--- config.mk ---
export PLATFORM = sky130hd
export DESIGN_NAME = renameCore
export DESIGN_NICKNAME = d
export VERILOG_FILES = /design/src/archPkg.sv /design/src/dispatchPkg.sv /design/src/regFile.sv /design/src/reorderBuffer.sv /design/src/renameCore.sv
export VERILOG_INCLUDE_DIRS = /design/src
export SDC_FILE = /design/constraint.sdc
export NUM_CORES = 2
export LEC_CHECK = 0
export ABC_AREA = 0
export BUFFER_PORTS_ARGS = -buffer_cell sky130_fd_sc_hd__buf_4
export CAP_MARGIN = 20
export CORE_MARGIN = 3
export CORE_UTILIZATION = 40
export DETAILED_ROUTE_END_ITERATION = 10
export GPL_TIMING_DRIVEN = 0
export PLACE_DENSITY = 0.56
export SLEW_MARGIN = 20
export SYNTH_ARGS = -nofsm -noshare
export SYNTH_HDL_FRONTEND = slang
export SYNTH_SLANG_ARGS = --single-unit
--- constraint.sdc ---
create_clock -name clk -period 6.65 [get_ports clk]
set_clock_uncertainty 0.05 [all_clocks]
set_input_delay 0.9975 -clock clk [delete_from_list [all_inputs] [get_ports clk]]
set_output_delay 0.9975 -clock clk [all_outputs]
set_load 0.02 [all_outputs]
--- src/renameCore_defs.svh ---
`ifndef RENAMECORE_DEFS_SVH
`define RENAMECORE_DEFS_SVH

// Architectural register file
`define REG_NUM   32
`define REG_W     5

// Tag 0 of the reorder buffer is reserved for "no pending producer"
`define ROB_DEPTH 7
`define TAG_W     3

// Datapath fields
`define DATA_W    32
`define ADDR_W    32
`define IMM_W     32
`define OP_W      6

`endif

--- src/archPkg.sv ---
`include "renameCore_defs.svh"

package archPkg;

    typedef logic [`REG_W-1:0]  regName;
    // Zero means the register holds its final value
    typedef logic [`TAG_W-1:0]  robTag;
    typedef logic [`DATA_W-1:0] dataWord;
    typedef logic [`ADDR_W-1:0] instAddr;
    typedef logic [`IMM_W-1:0]  immWord;

    // RV32I operation classes as delivered by decode
    typedef enum logic [`OP_W-1:0] {
        OP_NOP,
        OP_LUI, OP_AUIPC,
        OP_JAL, OP_JALR,
        OP_BEQ, OP_BNE, OP_BLT, OP_BGE, OP_BLTU, OP_BGEU,
        OP_LB, OP_LH, OP_LW, OP_LBU, OP_LHU,
        OP_SB, OP_SH, OP_SW,
        OP_ADDI, OP_SLTI, OP_SLTIU, OP_XORI, OP_ORI, OP_ANDI,
        OP_SLLI, OP_SRLI, OP_SRAI,
        OP_ADD, OP_SUB, OP_SLL, OP_SLT, OP_SLTU,
        OP_XOR, OP_SRL, OP_SRA, OP_OR, OP_AND
    } opCode;

endpackage

--- src/dispatchPkg.sv ---
package dispatchPkg;

    // One instruction as handed over by decode
    typedef struct packed {
        archPkg::opCode   op;
        archPkg::regName  rs1;
        archPkg::regName  rs2;
        archPkg::regName  rd;
        archPkg::instAddr pc;
        archPkg::immWord  imm;
        logic             predTaken;
    } decodedInst;

    // Decoded instruction plus its resolved operands and allocated tag
    typedef struct packed {
        decodedInst       inst;
        archPkg::dataWord rs1Data;
        archPkg::robTag   rs1Tag;
        archPkg::dataWord rs2Data;
        archPkg::robTag   rs2Tag;
        archPkg::robTag   tag;
        // Zero when nothing gets renamed
        archPkg::regName  dest;
    } dispatchPacket;

    typedef struct packed {
        archPkg::robTag   tag;
        archPkg::dataWord data;
    } resultMsg;

    typedef struct packed {
        archPkg::regName  dest;
        archPkg::robTag   tag;
        archPkg::dataWord data;
    } commitMsg;

endpackage

--- src/regFile.sv ---
`timescale 1ns/1ps
`include "renameCore_defs.svh"

module regFile (
    input  logic                      clk,
    input  logic                      rst,
    input  logic                      flush,
    input  logic                      issueReq,
    input  dispatchPkg::decodedInst   issueInst,
    output logic                      issueAck,
    output logic                      dispatchValid,
    output dispatchPkg::dispatchPacket dispatch,
    input  logic                      robFull,
    input  archPkg::robTag            allocTag,
    output logic                      allocEn,
    output archPkg::regName           allocDest,
    input  logic                      commitValid,
    input  dispatchPkg::commitMsg     commit
);

    typedef enum logic {
        IDLE,
        ACKED
    } hsState;

    hsState state;

    archPkg::dataWord dataArr [`REG_NUM];
    archPkg::robTag   tagArr  [`REG_NUM];

    logic isStore;
    logic accept;

    assign isStore = (issueInst.op == archPkg::OP_SB) ||
                     (issueInst.op == archPkg::OP_SH) ||
                     (issueInst.op == archPkg::OP_SW);

    // Stores and x0 writers still take a ROB entry but rename nothing
    assign allocDest = (isStore || issueInst.rd == '0) ? '0 : issueInst.rd;

    // A request pending on the flush edge waits for the next cycle
    assign accept   = (state == IDLE) && issueReq && !robFull && !flush;
    assign allocEn  = accept;
    assign issueAck = (state == ACKED);

    // Four-phase handshake with decode
    always_ff @(posedge clk) begin
        if (rst || flush) begin
            state <= IDLE;
        end else begin
            case (state)
                IDLE:    if (accept) state <= ACKED;
                ACKED:   if (!issueReq) state <= IDLE;
                default: state <= IDLE;
            endcase
        end
    end

    always_ff @(posedge clk) begin
        if (rst) begin
            dispatchValid <= 1'b0;
        end else begin
            dispatchValid <= accept;
        end
    end

    // Operands are read from the table as it stood before this edge
    always_ff @(posedge clk) begin
        if (accept) begin
            dispatch.inst    <= issueInst;
            dispatch.rs1Data <= dataArr[issueInst.rs1];
            dispatch.rs1Tag  <= tagArr[issueInst.rs1];
            dispatch.rs2Data <= dataArr[issueInst.rs2];
            dispatch.rs2Tag  <= tagArr[issueInst.rs2];
            dispatch.tag     <= allocTag;
            dispatch.dest    <= allocDest;
        end
    end

    always_ff @(posedge clk) begin
        if (rst) begin
            for (int i = 0; i < `REG_NUM; i++) begin
                dataArr[i] <= '0;
                tagArr[i]  <= '0;
            end
        end else if (flush) begin
            for (int i = 0; i < `REG_NUM; i++) begin
                tagArr[i] <= '0;
            end
            // Every younger producer is squashed, so the retiring value is final
            if (commitValid && commit.dest != '0) begin
                dataArr[commit.dest] <= commit.data;
            end
        end else begin
            // Only the newest producer may clear the tag
            if (commitValid && commit.dest != '0 && tagArr[commit.dest] == commit.tag) begin
                dataArr[commit.dest] <= commit.data;
                tagArr[commit.dest]  <= '0;
            end
            // Comes last so a same-edge rename keeps its new tag
            if (allocEn && allocDest != '0) begin
                tagArr[allocDest] <= allocTag;
            end
        end
    end

    ackFollowsReq: assert property (@(posedge clk) disable iff (rst)
        $rose(issueAck) |-> $past(issueReq))
        else $error("issueAck rose without a pending issueReq");

endmodule

--- src/reorderBuffer.sv ---
`timescale 1ns/1ps
`include "renameCore_defs.svh"

module reorderBuffer (
    input  logic                  clk,
    input  logic                  rst,
    input  logic                  flush,
    input  logic                  allocEn,
    input  archPkg::regName       allocDest,
    output archPkg::robTag        allocTag,
    output logic                  robFull,
    input  logic                  resultValid,
    input  dispatchPkg::resultMsg result,
    output logic                  commitValid,
    output dispatchPkg::commitMsg commit
);

    localparam int DEPTH = `ROB_DEPTH;

    typedef logic [`TAG_W-1:0] robIdx;

    logic             doneArr [DEPTH];
    archPkg::regName  destArr [DEPTH];
    archPkg::dataWord dataArr [DEPTH];

    robIdx head;
    robIdx tail;
    robIdx count;
    robIdx resIdx;
    logic  retire;

    function automatic robIdx nextIdx(robIdx p);
        return (p == robIdx'(DEPTH - 1)) ? '0 : p + robIdx'(1);
    endfunction

    // Entry i carries tag i+1 so that tag 0 stays free
    function automatic archPkg::robTag idxToTag(robIdx i);
        return archPkg::robTag'(i + 1);
    endfunction

    function automatic robIdx tagToIdx(archPkg::robTag t);
        return robIdx'(t - 1);
    endfunction

    function automatic logic isLive(robIdx idx);
        robIdx offset;
        offset = (idx >= head) ? idx - head : robIdx'(idx + DEPTH - head);
        return offset < count;
    endfunction

    assign allocTag = idxToTag(tail);
    assign robFull  = (count == robIdx'(DEPTH));
    assign resIdx   = tagToIdx(result.tag);
    assign retire   = (count != '0) && doneArr[head];

    always_ff @(posedge clk) begin
        if (rst || flush) begin
            head        <= '0;
            tail        <= '0;
            count       <= '0;
            commitValid <= 1'b0;
            for (int i = 0; i < DEPTH; i++) begin
                doneArr[i] <= 1'b0;
            end
        end else begin
            commitValid <= retire;
            if (retire) begin
                head <= nextIdx(head);
            end
            if (allocEn) begin
                tail          <= nextIdx(tail);
                doneArr[tail] <= 1'b0;
            end
            // A result never targets the entry being allocated
            if (resultValid) begin
                doneArr[resIdx] <= 1'b1;
            end
            count <= count + robIdx'(allocEn) - robIdx'(retire);
        end
    end

    always_ff @(posedge clk) begin
        if (allocEn) begin
            destArr[tail] <= allocDest;
        end
        if (resultValid) begin
            dataArr[resIdx] <= result.data;
        end
        if (retire) begin
            commit.dest <= destArr[head];
            commit.tag  <= idxToTag(head);
            commit.data <= dataArr[head];
        end
    end

    noAllocWhenFull: assert property (@(posedge clk) disable iff (rst)
        allocEn |-> !robFull)
        else $error("allocation requested while the ROB is full");

    resultHitsLiveEntry: assert property (@(posedge clk) disable iff (rst)
        resultValid |-> (result.tag != '0) && isLive(resIdx))
        else $error("result tag %0d names no occupied entry", result.tag);

endmodule

--- src/renameCore.sv ---
`timescale 1ns/1ps

module renameCore (
    input  logic                       clk,
    input  logic                       rst,
    input  logic                       flush,
    input  logic                       issueReq,
    input  dispatchPkg::decodedInst    issueInst,
    output logic                       issueAck,
    output logic                       dispatchValid,
    output dispatchPkg::dispatchPacket dispatch,
    input  logic                       resultValid,
    input  dispatchPkg::resultMsg      result,
    output logic                       commitValid,
    output dispatchPkg::commitMsg      commit
);

    logic            allocEn;
    archPkg::regName allocDest;
    archPkg::robTag  allocTag;
    logic            robFull;

    regFile uRegFile (
        .clk           (clk),
        .rst           (rst),
        .flush         (flush),
        .issueReq      (issueReq),
        .issueInst     (issueInst),
        .issueAck      (issueAck),
        .dispatchValid (dispatchValid),
        .dispatch      (dispatch),
        .robFull       (robFull),
        .allocTag      (allocTag),
        .allocEn       (allocEn),
        .allocDest     (allocDest),
        .commitValid   (commitValid),
        .commit        (commit)
    );

    reorderBuffer uRob (
        .clk         (clk),
        .rst         (rst),
        .flush       (flush),
        .allocEn     (allocEn),
        .allocDest   (allocDest),
        .allocTag    (allocTag),
        .robFull     (robFull),
        .resultValid (resultValid),
        .result      (result),
        .commitValid (commitValid),
        .commit      (commit)
    );

endmodule

Word level (Yosys, flattened, before mapping)
Memory sizes are Yosys's and may differ from the RTL's. A register that Yosys moved wholly into a read port is not among the register bits.
Cells that the tools add are included.
- flip-flop bits (word level): 109
- bits in writable memories: 1386
- output and inout port bits: 207
- word-level logic and storage cells: 173
- memories: 5
- $add $sub $neg: 7
- equal/unequal tests: 7
- mux-type cells: 82
- bitwise operators: 34
- reduce and logical (&&, ||, !) cells: 22
- memories (name ; words ; width ; rd ports ; clocked after Yosys merged registers in ; write ports ; line ; RTL):
    uRegFile.dataArr ; 32 ; 32 ; 2 ; 2 ; 32 ; regFile.sv:28 ; archPkg::dataWord dataArr [`REG_NUM];
    uRob.dataArr ; 7 ; 32 ; 1 ; 1 ; 1 ; reorderBuffer.sv:24 ; archPkg::dataWord dataArr [DEPTH];
    uRegFile.tagArr ; 32 ; 3 ; 3 ; 2 ; 32 ; regFile.sv:29 ; archPkg::robTag tagArr [`REG_NUM];
    uRob.destArr ; 7 ; 5 ; 1 ; 1 ; 1 ; reorderBuffer.sv:23 ; archPkg::regName destArr [DEPTH];
    uRob.doneArr ; 7 ; 1 ; 1 ; 1 ; 7 ; reorderBuffer.sv:22 ; logic doneArr [DEPTH];
- operator list (kind ; count):
    3-bit two-way mux ; 40
    32-bit two-way mux ; 2
    1-bit two-way mux ; 35
    1-bit bitwise OR ; 33
    32-bit OR reduction ; 1
    5-bit two-way mux ; 4
    6-bit by 5-bit equality test with 1-bit output, second input constant ; 3
    3-bit by 1-bit adder with 3-bit output, second input constant ; 4
    5-bit nonzero test ; 2
    3-bit equality test, second input constant ; 3
    1-bit logical AND ; 7
    3-bit OR reduction ; 2
    5-bit zero test ; 1
    1-bit logical OR ; 4
    3-bit by 1-bit adder with 3-bit output ; 1
    3-bit equality test ; 1
    3-bit nonzero test ; 1
    3-bit by 1-bit subtractor with 3-bit output ; 1
    3-bit by 1-bit subtractor with 3-bit output, second input constant ; 1
    1-bit zero test ; 2
    1-bit case mux with 2 select lines ; 1
    1-bit OR reduction ; 2
    1-bit inverter ; 1

Depth between registers and ports, before layout
- word-level depth: 13
- depth in mapped cells: 13

Modules after synthesis
A second synthesis with hierarchy kept.
- cells, all modules: 4684
- area total of the unflattened synthesis: 80016.7 µm²
- modules (own cells, without submodules) (module ; instances ; cells an instance ; area an instance (µm²)):
    regFile ; 1 ; 4038 ; 67651.1
    reorderBuffer ; 1 ; 646 ; 12365.6

Worst setup path after synthesis
No wires, ideal clock.
- path kind: input to register
- start point: input flush
- end point: memory uRegFile.tagArr[7][0] (netlist name), enable pin
- setup time: 0.288 ns
- arrival: 6.461 ns
- slack: -0.149 ns
- cell stages on the path: 8
- buffers on the path: 1
- cell sequence: nor2_1 -> nand3_1 -> clkinv_1 -> and3_1 -> and3_1 -> clkbuf_1 -> nand2_1 -> o311ai_1
- RTL lines (item ; line ; RTL):
    start, declared ; renameCore.sv:6 ; input logic flush,
    end, declared ; regFile.sv:29 ;

==> run_results.csv <==
group,metric,value,unit
outcome,status,"completed",
route,vias,53500,
yosys,ys_top_cells_by_area,"edfxtp_1, mux4_2, nor3_2, nor3_1, mux2_2",
power_and_ir_drop,p_leak,29.5,nW
global_route,grt_pass1_wl,438,mm
clock_tree,cts_buffers,179,
global_route,gr-usage-all-layers,31.3,%
setup_path,critPathRequiredTime,7.12,ns
global_route,gr-total-overflow,0,
clock_tree,clk_pin_slew,0.06,ns
placement,numPortBuffers,331,
setup_path,startpoint_type,"flop",
power_and_ir_drop,p_total,23.7,mW
placement,place_congestion,0.944,
timing,drv_slew,0,
floorplan,dieArea,206000,um2
clock_tree,cts-root-buf,"clkbuf_16",
floorplan,die_h,453,um
clock_tree,cts_resized,0,
final_layout,nNetsFinal,5436,
yosys,synth_cell_type_count,53,
yosys,synth.avg_cell_area,17.2,um2
timing,setup_viol,0,
final_layout,syn2layout_area_growth,17.7,%
min_path,hold_class,"input port to flop",
setup_path,critPathCaptureType,"flop",
timing,worstMarginPinSlew,1.32,ns
route,routedWlPerCell,40.1,um
run,maxCapViolCount,0,
floorplan,start_util,40.4,%
final_layout,final_cell_area,94200,um2
route,drt-total-wl,325,mm
yosys,synth-edff-count,1591,
floorplan,io_pins,333,
timing,whs,0.281,ns
route,route.detailed.drc,0,
yosys,yosysTopAreaCellShare,59.7,%
floorplan,placement_rows,163,
route,drt_iter0_drc,8451,
power_and_ir_drop,p_sw_share,24.5,%
power_and_ir_drop,p_clk_share,41.0,%
power_and_ir_drop,p_seq_share,49.4,%
clock_tree,clk_latency,0.87,ns
yosys,yosys_warnings,0,
clock_tree,htree_levels,4,
timing,finalCritPeriodShare,82.3,%
final_layout,fin_util,47.5,%
yosys,synth_area,80100,um2
placement,dp.cells,7758,
setup_path,critPathKind,"flop to flop",
timing,max_freq,0.183,GHz
yosys,async_reset_ff_share,0,%
route,ant_nets,0,
yosys,ys.flop_type,"edfxtp_1",
power_and_ir_drop,intPower,17.9,mW
timing,hold_viol_final,0,
yosys,syn_inst,4653,
clock_tree,post_cts_buffers,0,
clock_tree,cts_sinks,1606,
power_and_ir_drop,combinationalPowerShare,9.7,%
floorplan,die_w,453,um
global_route,grt_max_degree,121,
final_layout,layout-drive-gt1-share,43.4,%
global_route,first_global_vias,53800,
yosys,ys_seq_elements,1606,
power_and_ir_drop,p_per_area,252,nW/um2
floorplan,core_area,198000,um2
placement,dp_hpwl,232,mm
power_and_ir_drop,p_switching,5.82,mW
setup_path,crit_fanout,10,
yosys,synth_top_area_cell,"edfxtp_1",
clock_tree,cts_hold_buffers,0,
clock_tree,cts_buffer_depth,3,
timing,maxSlewHeadroom,11.7,%
global_route,grt_antenna_before_repair,11,
route,first_pass_iters,6,
route,viasPerCell,6.61,
final_layout,layoutNonFillerInstCount,8091,
timing,fin_crit,5.47,ns
yosys,synth-seq-area-share,60.0,%
placement,placed_area,88600,um2
clock_tree,cts_tree,"done",
timing,rsz0062_at_grt,"no",
power_and_ir_drop,peakVddDrop,0.206,mV
setup_path,arrival,5.95,ns
## stage by stage
| step | setup slack [ns] | TNS, ns |
|---|---|---|
| after floorplan | 1.15 | 0 |
| after global placement | -5.00 | -3215.00 |
| after detailed placement | 1.37 | 0 |
| after CTS | 1.37 | 0 |
| after global routing | 1.17 | 0 |
| final | 1.18 | 0 |
## power by group through the flow
| stage | Clock [mW] | Combinational [mW] | Sequential (mW) |
|---|---|---|---|
| after floorplan | 0 | 1.16 | 11.9 |
| after global placement | 0 | 2.08 | 12.0 |
| after detailed placement | 0 | 2.26 | 11.9 |
| after CTS | 9.75 | 2.26 | 11.7 |
| after global routing | 10.1 | 2.34 | 11.7 |
| final | 9.71 | 2.30 | 11.7 |
## routing by layer
metal  vias up  GRT usage (%)  part of all wire (%)
li1      20400              -                     -
met1     28200           39.8                    36
met2      4029           48.0                    46
met3       906           9.49                    12
met4         0           17.2                   6.3
met5         -              0                     0
## cell usage in the layout, fill, tap and decap left out, drive strengths merged, types with 6 or more instances in the layout
master  Yosys  layout
nand2     233     233
nor4       13      13
and3        6       6
or3         8       8
diode       0      15
conb        1      35
nand2b     10      10
o311ai      6       6
o211ai     26      26
inv        20      30
ha          9       9
bufinv      0      10
clkinv      1      70
mux2      107     107
clkbuf    295     528
dfxtp      15      15
xor2        6       6
nor2      128     128
nand3      11      11
o21ai      65      65
nor3     1038    1038
mux4      739     739
buf       179     602
o31ai       6       6
edfxtp   1591    1591
o22ai       6       6
mux2i      88      88
## synth_stat cells (2+ instances only)
| cell type | n |
|---|---|
| a211oi_1 | 2 |
| a21oi_1 | 5 |
| and2_1 | 5 |
| and3_1 | 6 |
| buf_1 | 57 |
| buf_2 | 53 |
| buf_4 | 10 |
| buf_6 | 59 |
| clkbuf_1 | 295 |
| dfxtp_1 | 15 |
| edfxtp_1 | 1591 |
| ha_1 | 9 |
| inv_1 | 20 |
| mux2_2 | 107 |
| mux2i_1 | 88 |
| mux4_2 | 739 |
| nand2_1 | 233 |
| nand2b_1 | 10 |
| nand3_1 | 11 |
| nand4_1 | 3 |
| nand4b_1 | 2 |
| nor2_1 | 128 |
| nor2b_1 | 4 |
| nor3_1 | 469 |
| nor3_2 | 569 |
| nor4_1 | 13 |
| nor4b_1 | 2 |
| o211ai_1 | 26 |
| o21ai_0 | 57 |
| o21ai_1 | 8 |
| o22ai_1 | 6 |
| o311ai_1 | 6 |
| o31ai_1 | 6 |
| o32ai_1 | 3 |
| or2_2 | 3 |
| or3_1 | 8 |
| or4_1 | 2 |
| xnor2_1 | 3 |
| xor2_1 | 6 |
## kinds of logic (layout without fill, tap and decap cells)
| logic type | Yosys count | after routing | share of synthesized area [%] |
|---|---|---|---|
| DFF | 1606 | 1606 | 60.0 |
| AOI/OAI and AO/OA | 125 | 125 | 0.972 |
| muxes | 934 | 934 | 23.4 |
| adders and majority gates | 10 | 10 | 0.166 |
| and+or+nand+nor | 1473 | 1473 | 12.3 |
| other | 1 | 50 | 0.00468 |
| buffers and inverters | 495 | 1244 | 3.00 |
| xor gates and xnor gates | 9 | 9 | 0.0984 |
## flip-flops by register name, summed over array words and instances (netlist names), named ones only
register                cells
uRegFile.tagArr            96
uRegFile.dispatchValid      1
uRegFile.dispatch         164
uRegFile.issueAck           1
uRob.commit                40
uRob.dataArr              224
uRob.commitValid            1
uRob.count                  3
uRob.doneArr                8
uRob.tail                   3
uRegFile.dataArr         1024
uRob.destArr               35
uRob.head                   3
## critical path, cell delays in order, from the launching register on
cell and delay (ns):
edfxtp_1 0.40, buf_2 0.22, clkbuf_1 0.62, nand4_1 0.30
o22ai_1 0.32, nor3_1 0.09, nand4_1 0.21, xor2_1 0.12
o41a_1 0.41, clkbuf_1 0.48, buf_6 0.37, buf_2 0.30
o31ai_4 0.55, buf_8 0.25, buf_8 0.19, buf_6 0.21
## final cells by class
type                            instances  area, um2
Sequential cell                      1606      48100
Tap cell                             2640       3300
Clock buffer                          224       4670
Multi-Input combinational cell       2586      30200
Clock inverter                         93        860
Fill cell                           17000     104000
Buffer                                474       2460
Inverter                               21       91.3
Antenna cell                           15       37.5
Timing Repair Buffer                  432       4590
## path summary, 6_finish.rpt
path | from | end | slack [ns] | cells past startpoint
max | uRob.commit[36] | uRegFile.dataArr[2][19] | 1.18 | 15
min | issueInst[72] | uRegFile.dispatch[150] | 0.28 | 1
max reg2reg | uRob.commit[36] | uRegFile.dataArr[2][19] | 1.18 | 15
min reg2reg | uRegFile.issueAck | uRegFile.issueAck | 0.44 | 2
Power figures use the tool's default switching activity.
